===== config.mk =====
export PLATFORM = sky130hd
export DESIGN_NAME = am_lock_top
export DESIGN_NICKNAME = d
export VERILOG_FILES = /design/src/pcs_block_pkg.sv /design/src/am_lock_pkg.sv /design/src/am_comparator.sv /design/src/am_lock_fsm.sv /design/src/bip_checker.sv /design/src/am_lock_top.sv
export VERILOG_INCLUDE_DIRS = /design/src
export SDC_FILE = /design/constraint.sdc
export NUM_CORES = 1
export LEC_CHECK = 0
export BUFFER_PORTS_ARGS = -buffer_cell sky130_fd_sc_hd__buf_2
export CAP_MARGIN = 20
export CORE_ASPECT_RATIO = 1.2
export CORE_UTILIZATION = 32
export CTS_CLUSTER_DIAMETER = 80
export CTS_CLUSTER_SIZE = 8
export DETAILED_ROUTE_END_ITERATION = 10
export PLACE_DENSITY_LB_ADDON = 0.3
export SYNTH_ARGS = -nofsm -noshare
export SYNTH_HDL_FRONTEND = slang
export SYNTH_SLANG_ARGS = --single-unit

===== constraint.sdc =====
create_clock -name i_clock -period 4.2 [get_ports i_clock]
set_clock_uncertainty 0.2 [all_clocks]
set_input_delay 0.21 -clock i_clock [delete_from_list [all_inputs] [get_ports i_clock]]
set_output_delay 0.21 -clock i_clock [all_outputs]
set_load 0.03 [all_outputs]

===== src/am_lock_settings.svh =====
`ifndef AM_LOCK_SETTINGS_SVH
`define AM_LOCK_SETTINGS_SVH

// coded block stream
`define NB_DATA_CODED   66      // sync header plus payload
`define N_LANES         4       // logical lanes in this build
`define NB_LANE_ID      2

// marker timing and fields
`define AM_PERIOD       64      // blocks from marker to marker, marker included
`define NB_AM           48      // six marker bytes, BIP bytes left out
`define NB_BIP          8

// lock control
`define NB_THR          4       // lock and unlock threshold width
`define NB_ERR_CNT      16      // BIP error counter

`endif


===== src/pcs_block_pkg.sv =====
`include "am_lock_settings.svh"

package pcs_block_pkg;

	localparam int NB_SH      = 2;
	localparam int NB_PAYLOAD = `NB_DATA_CODED - NB_SH;
	localparam int NB_AM_HALF = `NB_AM / 2;

	localparam logic [NB_SH-1:0] CTRL_SH  = 2'b10;     // control block header
	localparam logic [6:0]       PCS_IDLE = 7'h00;     // idle control character

	typedef enum logic [7:0] {
		BT_CTRL = 8'h1E                                 // all control characters
	} block_type_t;

	// one coded block word, header on top
	typedef struct packed {
		logic [NB_SH-1:0]      sh;
		logic [NB_PAYLOAD-1:0] payload;
	} coded_block_t;

	// marker payload layout
	typedef struct packed {
		logic [NB_AM_HALF-1:0] am_first;                // m0..m2
		logic [`NB_BIP-1:0]    bip3;
		logic [NB_AM_HALF-1:0] am_second;               // m4..m6
		logic [`NB_BIP-1:0]    bip7;
	} am_fields_t;

	localparam coded_block_t IDLE_BLOCK = '{
		sh:      CTRL_SH,
		payload: {BT_CTRL, {8{PCS_IDLE}}}
	};

endpackage


===== src/am_lock_pkg.sv =====
`include "am_lock_settings.svh"

package am_lock_pkg;

	localparam int NB_PERIOD_CNT = $clog2(`AM_PERIOD);

	typedef enum logic [1:0] {
		ST_WAIT_BLOCK,                                  // no block lock yet
		ST_SEARCH,                                      // any lane marker accepted
		ST_COUNT,                                       // inside a marker period
		ST_CHECK                                        // next block must be a marker
	} lock_state_t;

	typedef struct packed {
		logic am_lock;
		logic start_of_lane;
		logic resync;
	} lock_status_t;

	// marker values per lane, first three bytes then last three
	localparam logic [`N_LANES-1:0][`NB_AM-1:0] am_table = {
		48'h4D957B_B26A84,                              // lane 3
		48'h594BE8_A6B417,                              // lane 2
		48'h9D718E_628E71,                              // lane 1
		48'hC16821_3E97DE                               // lane 0
	};

endpackage


===== src/am_comparator.sv =====
`timescale 1ns/1ps
`include "am_lock_settings.svh"

module am_comparator
	import pcs_block_pkg::*, am_lock_pkg::*;
(
	input  coded_block_t            i_block,
	input  logic [`NB_AM-1:0]       i_compare_mask,  // 1 means compare this bit
	input  logic [`N_LANES-1:0]     i_match_mask,    // lanes still allowed
	input  logic                    i_enable_mask,
	output logic                    o_match,
	output logic [`N_LANES-1:0]     o_match_vector,
	output logic [`NB_LANE_ID-1:0]  o_lane_id
);

am_fields_t             fields;
logic [`NB_AM-1:0]      am_value;
logic                   is_ctrl;
logic [`N_LANES-1:0]    hit;
logic [`N_LANES-1:0]    allowed;

assign fields   = i_block.payload;
assign am_value = {fields.am_first, fields.am_second};   // bip bytes dropped
assign is_ctrl  = (i_block.sh == CTRL_SH);

always_comb
begin
	for (int l = 0; l < `N_LANES; l++)
		hit[l] = is_ctrl && (((am_value ^ am_table[l]) & i_compare_mask) == '0);
end

assign allowed        = i_enable_mask ? i_match_mask : {`N_LANES{1'b1}};
assign o_match_vector = hit & allowed;
assign o_match        = |o_match_vector;

// lowest lane wins when the mask lets several through
always_comb
begin
	o_lane_id = '0;
	for (int l = `N_LANES-1; l >= 0; l--)
		if (o_match_vector[l])
			o_lane_id = l[`NB_LANE_ID-1:0];
end

endmodule


===== src/am_lock_fsm.sv =====
`timescale 1ns/1ps
`include "am_lock_settings.svh"

module am_lock_fsm
	import am_lock_pkg::*;
(
	input  logic                    i_clock,
	input  logic                    i_rst,
	input  logic                    i_enable,
	input  logic                    i_valid,
	input  logic                    i_block_lock,
	input  logic                    i_match,
	input  logic [`N_LANES-1:0]     i_match_vector,
	input  logic [`NB_THR-1:0]      i_valid_thr,
	input  logic [`NB_THR-1:0]      i_invalid_thr,
	output logic [`N_LANES-1:0]     o_match_mask,
	output logic                    o_enable_mask,
	output lock_status_t            o_status
);

lock_state_t                state, state_next;
logic [NB_PERIOD_CNT-1:0]   period_cnt, period_cnt_next;
logic [`NB_THR-1:0]         good_cnt, good_cnt_next, good_inc;
logic [`NB_THR-1:0]         bad_cnt, bad_cnt_next, bad_inc;
logic [`N_LANES-1:0]        mask_next;
logic                       mask_en_next;
logic                       am_lock, am_lock_next;
logic                       sol;
logic                       resync;
logic                       step;

assign step     = i_enable & i_valid;
assign good_inc = (good_cnt == '1) ? good_cnt : good_cnt + 1'b1;     // saturating
assign bad_inc  = (bad_cnt == '1) ? bad_cnt : bad_cnt + 1'b1;

always_comb
begin
	state_next      = state;
	period_cnt_next = period_cnt;
	good_cnt_next   = good_cnt;
	bad_cnt_next    = bad_cnt;
	mask_next       = o_match_mask;
	mask_en_next    = o_enable_mask;
	am_lock_next    = am_lock;
	sol             = 1'b0;
	resync          = 1'b0;
	if (i_enable && !i_block_lock)
	begin
		state_next    = ST_WAIT_BLOCK;                   // from any state
		good_cnt_next = '0;
		bad_cnt_next  = '0;
		mask_en_next  = 1'b0;
		am_lock_next  = 1'b0;
		resync        = am_lock;
	end
	else
	begin
		case (state)
		ST_WAIT_BLOCK:
			if (i_enable)
				state_next = ST_SEARCH;
		ST_SEARCH:
			if (step && i_match)
			begin
				mask_next       = i_match_vector;
				mask_en_next    = 1'b1;
				good_cnt_next   = 1;
				bad_cnt_next    = '0;
				period_cnt_next = '0;
				state_next      = ST_COUNT;
			end
		ST_COUNT:
			if (step)
			begin
				if (period_cnt == NB_PERIOD_CNT'(`AM_PERIOD-2))
				begin
					period_cnt_next = '0;
					state_next      = ST_CHECK;          // next block is the marker slot
				end
				else
					period_cnt_next = period_cnt + 1'b1;
			end
		ST_CHECK:
			if (step)
			begin
				state_next = ST_COUNT;
				if (i_match)
				begin
					good_cnt_next = good_inc;
					bad_cnt_next  = '0;
					am_lock_next  = am_lock | (good_inc >= i_valid_thr);
					sol           = am_lock_next;
				end
				else if (!am_lock || bad_inc >= i_invalid_thr)
				begin
					state_next    = ST_SEARCH;           // give up on this lane
					good_cnt_next = '0;
					bad_cnt_next  = '0;
					mask_en_next  = 1'b0;
					am_lock_next  = 1'b0;
					resync        = 1'b1;
				end
				else
				begin
					bad_cnt_next  = bad_inc;             // locked, keep the period
					good_cnt_next = '0;
				end
			end
		default:
			state_next = ST_WAIT_BLOCK;
		endcase
	end
end

always_ff @(posedge i_clock)
begin
	if (i_rst)
	begin
		state         <= ST_WAIT_BLOCK;
		period_cnt    <= '0;
		good_cnt      <= '0;
		bad_cnt       <= '0;
		o_match_mask  <= '0;
		o_enable_mask <= 1'b0;
		am_lock       <= 1'b0;
	end
	else
	begin
		state         <= state_next;
		period_cnt    <= period_cnt_next;
		good_cnt      <= good_cnt_next;
		bad_cnt       <= bad_cnt_next;
		o_match_mask  <= mask_next;
		o_enable_mask <= mask_en_next;
		am_lock       <= am_lock_next;
	end
end

// status for the block being judged now
assign o_status = '{am_lock: am_lock_next, start_of_lane: sol, resync: resync};

endmodule


===== src/bip_checker.sv =====
`timescale 1ns/1ps
`include "am_lock_settings.svh"

module bip_checker
	import pcs_block_pkg::*;
(
	input  logic                    i_clock,
	input  logic                    i_rst,
	input  logic                    i_enable,
	input  logic                    i_valid,
	input  coded_block_t            i_block,
	input  logic                    i_start_of_lane,
	input  logic                    i_resync,
	output logic [`NB_ERR_CNT-1:0]  o_error_count
);

// bit k of the word lands on parity bit k mod 8
function automatic logic [`NB_BIP-1:0] bip_fold(input coded_block_t blk);
	logic [`NB_DATA_CODED-1:0] word;
	logic [`NB_BIP-1:0]        acc;
	word = {blk.payload, blk.sh};                    // bit 0 is sync header lsb
	acc  = '0;
	for (int k = 0; k < `NB_DATA_CODED; k++)
		acc[k % `NB_BIP] ^= word[k];
	return acc;
endfunction

am_fields_t             fields;
am_fields_t             chk_fields;
coded_block_t           chk_block;
logic [`NB_BIP-1:0]     bip_sum;
logic [`NB_BIP-1:0]     bip_calc;
logic                   primed;                      // a full period is in the sum
logic                   bip_err;

always_comb
begin
	fields     = i_block.payload;
	chk_fields = fields;
	if (i_start_of_lane)
		chk_fields.bip3 = '0;                        // marker counts without its own bip3
	chk_block.sh      = i_block.sh;
	chk_block.payload = chk_fields;
end

assign bip_calc = bip_sum ^ bip_fold(chk_block);

always_ff @(posedge i_clock)
begin
	if (i_rst)
	begin
		bip_sum       <= '0;
		primed        <= 1'b0;
		bip_err       <= 1'b0;
		o_error_count <= '0;
	end
	else if (i_enable)
	begin
		bip_err <= 1'b0;
		if (bip_err && o_error_count != '1)
			o_error_count <= o_error_count + 1'b1;
		if (i_resync)
		begin
			bip_sum       <= '0;
			primed        <= 1'b0;
			o_error_count <= '0;
		end
		else if (i_valid && i_start_of_lane)
		begin
			bip_err <= primed && (bip_calc != fields.bip3);
			primed  <= 1'b1;
			bip_sum <= '0;                           // reseed for the next period
		end
		else if (i_valid)
			bip_sum <= bip_calc;
	end
end

endmodule


===== src/am_lock_top.sv =====
`timescale 1ns/1ps
`include "am_lock_settings.svh"

module am_lock_top
	import pcs_block_pkg::*, am_lock_pkg::*;
(
	input  logic                    i_clock,
	input  logic                    i_rst,
	input  logic                    i_enable,
	input  logic                    i_valid,         // one strobe per block
	input  logic                    i_block_lock,    // from block sync
	input  coded_block_t            i_data,
	input  logic [`NB_THR-1:0]      i_valid_thr,
	input  logic [`NB_THR-1:0]      i_invalid_thr,
	input  logic [`NB_AM-1:0]       i_compare_mask,
	output coded_block_t            o_data,          // to deskew
	output logic                    o_valid,
	output logic [`NB_LANE_ID-1:0]  o_lane_id,       // to lane reorder
	output logic                    o_am_lock,
	output logic                    o_start_of_lane,
	output logic                    o_resync,
	output logic [`NB_ERR_CNT-1:0]  o_error_count
);

coded_block_t               in_data_q;
logic                       in_valid_q;
logic                       in_block_lock_q;
logic                       match;
logic [`N_LANES-1:0]        match_vector;
logic [`N_LANES-1:0]        match_mask;
logic                       enable_mask;
logic [`NB_LANE_ID-1:0]     lane_id;
lock_status_t               status;

always_ff @(posedge i_clock)
begin
	if (i_rst)
	begin
		in_valid_q      <= 1'b0;
		in_block_lock_q <= 1'b0;
	end
	else
	begin
		in_valid_q <= i_enable & i_valid;
		if (i_enable)
			in_block_lock_q <= i_block_lock;
	end
end

always_ff @(posedge i_clock)
begin
	if (i_enable && i_valid)
		in_data_q <= i_data;
end

am_comparator u_comparator (
	.i_block            (in_data_q),
	.i_compare_mask     (i_compare_mask),
	.i_match_mask       (match_mask),
	.i_enable_mask      (enable_mask),
	.o_match            (match),
	.o_match_vector     (match_vector),
	.o_lane_id          (lane_id)
);

am_lock_fsm u_lock_fsm (
	.i_clock            (i_clock),
	.i_rst              (i_rst),
	.i_enable           (i_enable),
	.i_valid            (in_valid_q),
	.i_block_lock       (in_block_lock_q),
	.i_match            (match),
	.i_match_vector     (match_vector),
	.i_valid_thr        (i_valid_thr),
	.i_invalid_thr      (i_invalid_thr),
	.o_match_mask       (match_mask),
	.o_enable_mask      (enable_mask),
	.o_status           (status)
);

bip_checker u_bip_checker (
	.i_clock            (i_clock),
	.i_rst              (i_rst),
	.i_enable           (i_enable),
	.i_valid            (in_valid_q),
	.i_block            (in_data_q),
	.i_start_of_lane    (status.start_of_lane),
	.i_resync           (status.resync),
	.o_error_count      (o_error_count)
);

always_ff @(posedge i_clock)
begin
	if (i_rst)
	begin
		o_valid         <= 1'b0;
		o_am_lock       <= 1'b0;
		o_start_of_lane <= 1'b0;
		o_resync        <= 1'b0;
		o_lane_id       <= '0;
	end
	else if (i_enable)
	begin
		o_valid         <= in_valid_q;
		o_am_lock       <= status.am_lock;
		o_start_of_lane <= status.start_of_lane;
		o_resync        <= status.resync;
		if (status.start_of_lane)
			o_lane_id <= lane_id;                    // locked lane only
	end
	else
	begin
		o_valid         <= 1'b0;
		o_start_of_lane <= 1'b0;
		o_resync        <= 1'b0;
	end
end

// matched markers leave as idle control blocks
always_ff @(posedge i_clock)
begin
	if (i_enable && in_valid_q)
		o_data <= status.start_of_lane ? IDLE_BLOCK : in_data_q;
end

endmodule


# Word level (Yosys, flattened, before mapping)
# Index checks and enable logic that the tools add are counted.
# word_totals
regBits	188
out_inout_bits	88
# op_classes
n_addsub	4
order_cmp	2
n_eq_ne	16
n_mux	57
n_bitwise	73
n_reduce_logical	36
# ops
cell	n
$and 48x48->48	4
$logic_not 48->1	4
$not 24->24	4
$xor 1x1->1	58
$mux 4	10
$mux 16	2
$mux 8	4
$mux 1	22
$mux 2	11
$mux 6	3
$add 16x1->16 const B	1
$ne 16x16->1 const B	1
$pmux 4 s2	2
$pmux 6 s2	1
$logic_and 1x1->1	11
$ne 2x1->1 const B	5
$reduce_and 5->1	2
$add 4x1->4 const B	2
$eq 4x4->1 const B	2
$ge 4x4->1	2
$ne 8x8->1	1
$pmux 2 s4	1
$reduce_and 2->1	4
$reduce_bool 2->1	4
other kinds (19)	27

# Longest topological paths before layout
# logic_depth
ltp_word	20
depth_mapped	14
ltp_nobuf	13

# Cells and area by module
# A second synthesis with hierarchy kept.
# unflattened
hier_cells	756
area_unflattened_um2	8874.8
# by_module_without_submodules
module	instances	cells_each	area_each_um2	seq_area_each_um2
am_lock_top	1	232	4698.3	4124.0
bip_checker	1	217	1979.4	520.5
am_lock_fsm	1	169	1406.3	440.4
am_comparator	1	138	790.8	0.0

# Worst setup path before layout
# OpenSTA, ideal clock, no wires.
# synth_path
path_kind	reg-to-reg
start	register in_valid_q
end	register u_bip_checker.o_error_count[12]
setup_ns	0.117
t_arrival_ns	3.364
slack_ns	0.519
path_stages_with_launch	9
period_less_slack_ns	3.681
path_cell_list	dfxtp_1 nand2_1 inv_1 nand3_1 o41ai_4 clkbuf_1 o2111ai_1 xor2_1 nor2_1
# synth_via
elab_chain_len	6
# synth_lines
element	line_no	source
start, declared	am_lock_top.sv:26	logic in_valid_q;
start signal, assigned	am_lock_top.sv:44	in_valid_q <= i_enable & i_valid;
$and 1x1->1 (*)	am_lock_fsm.sv:32	assign step = i_enable & i_valid;
named net u_lock_fsm.step	am_lock_fsm.sv:30	logic step;
$mux 1 (*)	am_lock_fsm.sv:84	if (step)
$mux 1 (*)	am_lock_fsm.sv:58	case (state)
$mux 1 (*)	am_lock_fsm.sv:47	if (i_enable && !i_block_lock)
$reduce_bool 2->1 (no source line)	n/a	
$reduce_and 2->1 (no source line)	n/a	
end signal, assigned	bip_checker.sv:61	o_error_count <= o_error_count + 1'b1;
end, declared	bip_checker.sv:14	output logic [`NB_ERR_CNT-1:0] o_error_count
# Mark *: on every way through the listed nets, which the timed path passes. The rest lies on a longest branch.
# A chain may end at the register's enable or synchronous reset.

# Worst setup path in the final report
# layout_path
start	register u_lock_fsm.bad_cnt[0]
end	register u_bip_checker.o_error_count[14]
# layout_via
elab_chain_len	11
# layout_lines
element	line_no	source
start, declared	am_lock_fsm.sv:24	logic [`NB_THR-1:0] bad_cnt, bad_cnt_next, bad_inc;
start signal, assigned	am_lock_fsm.sv:132	bad_cnt <= bad_cnt_next;
$add 4x1->4 / $eq 4x4->1 (equally long branches)	am_lock_fsm.sv:34	assign bad_inc = (bad_cnt == '1) ? bad_cnt : bad_cnt + 1'b1;
$mux 4 (*)	am_lock_fsm.sv:34	
$ge 4x4->1 (*)	am_lock_fsm.sv:94	else if (!am_lock || bad_inc >= i_invalid_thr)
$logic_or 1x1->1 (*)	am_lock_fsm.sv:94	
$mux 1 (*)	am_lock_fsm.sv:94	
$mux 1 (*)	am_lock_fsm.sv:87	if (i_match)
$mux 1 (*)	am_lock_fsm.sv:84	
$mux 1 (*)	am_lock_fsm.sv:58	
$mux 1 (*)	am_lock_fsm.sv:47	
$reduce_bool 2->1 (no source line)	n/a	
$reduce_and 2->1 (no source line)	n/a	
# Every way passes the cells marked *; elsewhere a longest branch is shown, timed or not.

==> out/qor.csv <==
metric,value,unit
HP Start,i_rst,
Final Setup Violations,0,
CP arrival,3870,ps
CP max-delay cell,o41ai_4,
clock slew at reported path FFs,90,ps
P_int,3140,uW
Peak Freq,266,MHz
routability cong.,0.800,
# resized after CTS,0,
clock latency on the worst-skew pair,450,ps
clock buffer depth,2,
Worst VDD drop,239,uV
combinational cell fraction of total power,0.145,
GR Util met2,0.304,
Root Buffer,clkbuf_16,
Critical Path Source Type,flop,
number of global-route vias before repair,6732,
Tcrit/Tclk final,0.896,
1st-iter DRT viols,356,
IO Pins,215,
num rows,66,
Post-CTS Setup Bufs,0,
CTS buffer count,17,
Critical Path End Type,flop,
"Core Util, Final",0.430,
TNS Setup,0,ps
hold crit path type,primary input to flop,
WL/cell,16.7,um
vias,6800,
gr ovfl total,0,
CTS tree,done,
Worst path top cell family by delay,compound AO/OA/AOI/OAI gates,
unrepaired setup endpoints after global routing,false,
Slew Limit Fails,0,
status,finished clean,
worst hold margin,60.7,ps
post-cts hold buffer count,69,
area delta synth->final,30.9,%
"Seq/Total Area, Yosys",0.566,
cell count after synthesis,790,
WS Path Type,flop to flop,
DRC viols,0,
DP HPWL,17.9,mm
Syn Area/Cell,11.4,um2
"Critical Path, Cell by Cell",ha_1 -> nand3_1 -> mux2_2 -> ha_1 -> a21o_1 -> a21o_1 -> a21oi_1 -> o41ai_4 -> or2_1 -> nor2_1,
Post-synth EDFFs,132,
Seq pwr share,0.488,
Global Route Usage Sum,0.173,
final WL,24.4,mm
count of cell types in the netlist,72,
initial antenna violation count,2,
synthesized cell area,8980,um2
ys async rst share,0,
"Hold Vio Cnt, Final",0,
max cap viols,0,
Most Crowded Layer GR,met2,
Post-layout nets,1216,
worst-margin pin slew,1000,ps
maximum fanout along the worst path,18,
worst r2r src,u_lock_fsm.bad_cnt[0]$_SDFFE_PP0P_,
Core ar.,27300,um2
antenna-violating nets left,0,
GR Layer Usage met1,0.205,
vias per inst,4.64,
proportion of layout cells with a drive suffix above 1,0.266,
Pwr Density,367,nW/um2
met3 Usage GRT,0.0424,
Die ar.,28700,um2
Syn Nets,930,
top_reg_cell synth,edfxtp_1,
minimum clock period,3760,ps
WP data required,4310,ps
Ys Warns,0,
I/O Buffers,214,
global-route wire length before repair,37.2,mm
leak pwr,0.00460,uW
H-tree Lvls,4,
pin count of the biggest net entering global routing,71,
#FFs+latches synth,188,
switching pwr,1170,uW
Net Sw Frac,0.272,
Die X,155,um
initial core utilization,0.329,
CP bufs+invs,0,
CTS sink cnt,188,
Worst slew margin,0.329,
DR pass1 iterations,5,
Clk pwr share,0.367,
Die Span Y,186,um
CP peak stage delay,950,ps
Critical path origin,u_lock_fsm.bad_cnt[0]$_SDFFE_PP0P_,
-- area by class of cell --
| class | count | area [um2] |
|---|---|---|
| timing repair buffer | 291 | 1820 |
| antenna | 1 | 2.50 |
| tap | 374 | 468 |
| multi-input combinational | 537 | 3650 |
| clock buffer | 17 | 425 |
| sequential | 188 | 5080 |
| inverter | 41 | 154 |
| clock inverter | 15 | 151 |
| fill | 2611 | 15600 |
-- cells in the mapped netlist, types with 19 or more instances --
cell type,n,area (um2)
edfxtp_1,132,3960
nor2_1,66,248
nor2b_1,64,400
nand2_1,60,225
dfxtp_1,56,1120
xnor2_1,56,490
inv_1,40,150
a21oi_1,33,165
xor2_1,33,289
nand2b_1,24,150
o21ai_0,20,100
nand3_1,19,95.1
-- final timing paths --
check | to | slack [ps] | cells after the start
hold / removal | o_start_of_lane$_SDFF_PP0_ | 60 | 2
setup reg to reg | u_bip_checker.o_error_count[14]$_SDFFE_PP0P_ | 440 | 10
hold reg to reg | u_bip_checker.bip_sum[4]$_SDFFE_PP0P_ | 270 | 2
setup / recovery | u_bip_checker.o_error_count[14]$_SDFFE_PP0P_ | 440 | 10
-- cells in the final DEF, fill, tap and decap left out, drive strengths merged, types with 9 or more instances in the layout --
| cell | instances |
|---|---|
| a21oi | 33 |
| and3 | 12 |
| buf | 222 |
| clkbuf | 17 |
| dfxtp | 56 |
| dlygate4sd3 | 69 |
| edfxtp | 132 |
| ha | 13 |
| inv | 50 |
| nand2 | 60 |
| nand2b | 24 |
| nand3 | 19 |
| nand4 | 9 |
| nor2 | 66 |
| nor2b | 65 |
| nor4 | 13 |
| o2111ai | 21 |
| o21ai | 29 |
| xnor2 | 56 |
| xor2 | 33 |
-- metrics by stage --
step	cell area (um2)	cells	setup slack, ps	power [uW]
floorplan	8980	790	519	2530
global placement	10500	1362	462	2720
detailed placement	10500	1362	422	2720
CTS	11800	1463	408	4370
global route	11800	1464	158	4510
finish	11800	1464	435	4320
-- power groups by stage --
stage               clock network [uW]  logic (uW)  registers (uW)
floorplan                            0         394            2130
global placement                     0         570            2150
detailed placement                   0         573            2150
CTS                               1630         630            2110
global route                      1710         686            2120
finish                            1580         626            2110
-- sequential cells by signal (all words and copies together) (netlist names), 2 cells and up --
| signal | cells |
|---|---|
| o_lane_id | 2 |
| u_lock_fsm.o_match_mask | 4 |
| u_bip_checker.o_error_count | 16 |
| u_lock_fsm.bad_cnt | 4 |
| u_lock_fsm.good_cnt | 4 |
| u_lock_fsm.period_cnt | 6 |
| u_bip_checker.bip_sum | 8 |
| u_lock_fsm.state | 2 |
| in_data_q | 66 |
| o_data | 66 |
-- worst reg2reg max path: stages (launching register included) --
cell,delay [ps]
dfxtp_1,420
ha_1,250
nand3_1,180
mux2_2,330
ha_1,270
a21o_1,100
a21o_1,100
a21oi_1,140
o41ai_4,950
or2_1,600
nor2_1,120
-- logic make-up (layout without fill, tap and decap cells) --
logic type | Yosys count | count (layout) | share of synthesized area
other cells | 0 | 1 | 0
buf+inv | 65 | 364 | 0.0293
simple gates | 305 | 305 | 0.187
fa+ha+maj | 13 | 13 | 0.0181
flops | 188 | 188 | 0.566
mux | 9 | 9 | 0.0103
compound gates | 120 | 120 | 0.0998
xor+xnor | 90 | 90 | 0.0896
-- routing by layer --
metal / vias to the layer above / wire (um)
met4: 2 / 605
met1: 3190 / 10400
li1: 3382 / -
met2: 194 / 12200
met3: 32 / 1260
met5: - / 13
Power figures use the tool's default switching activity.
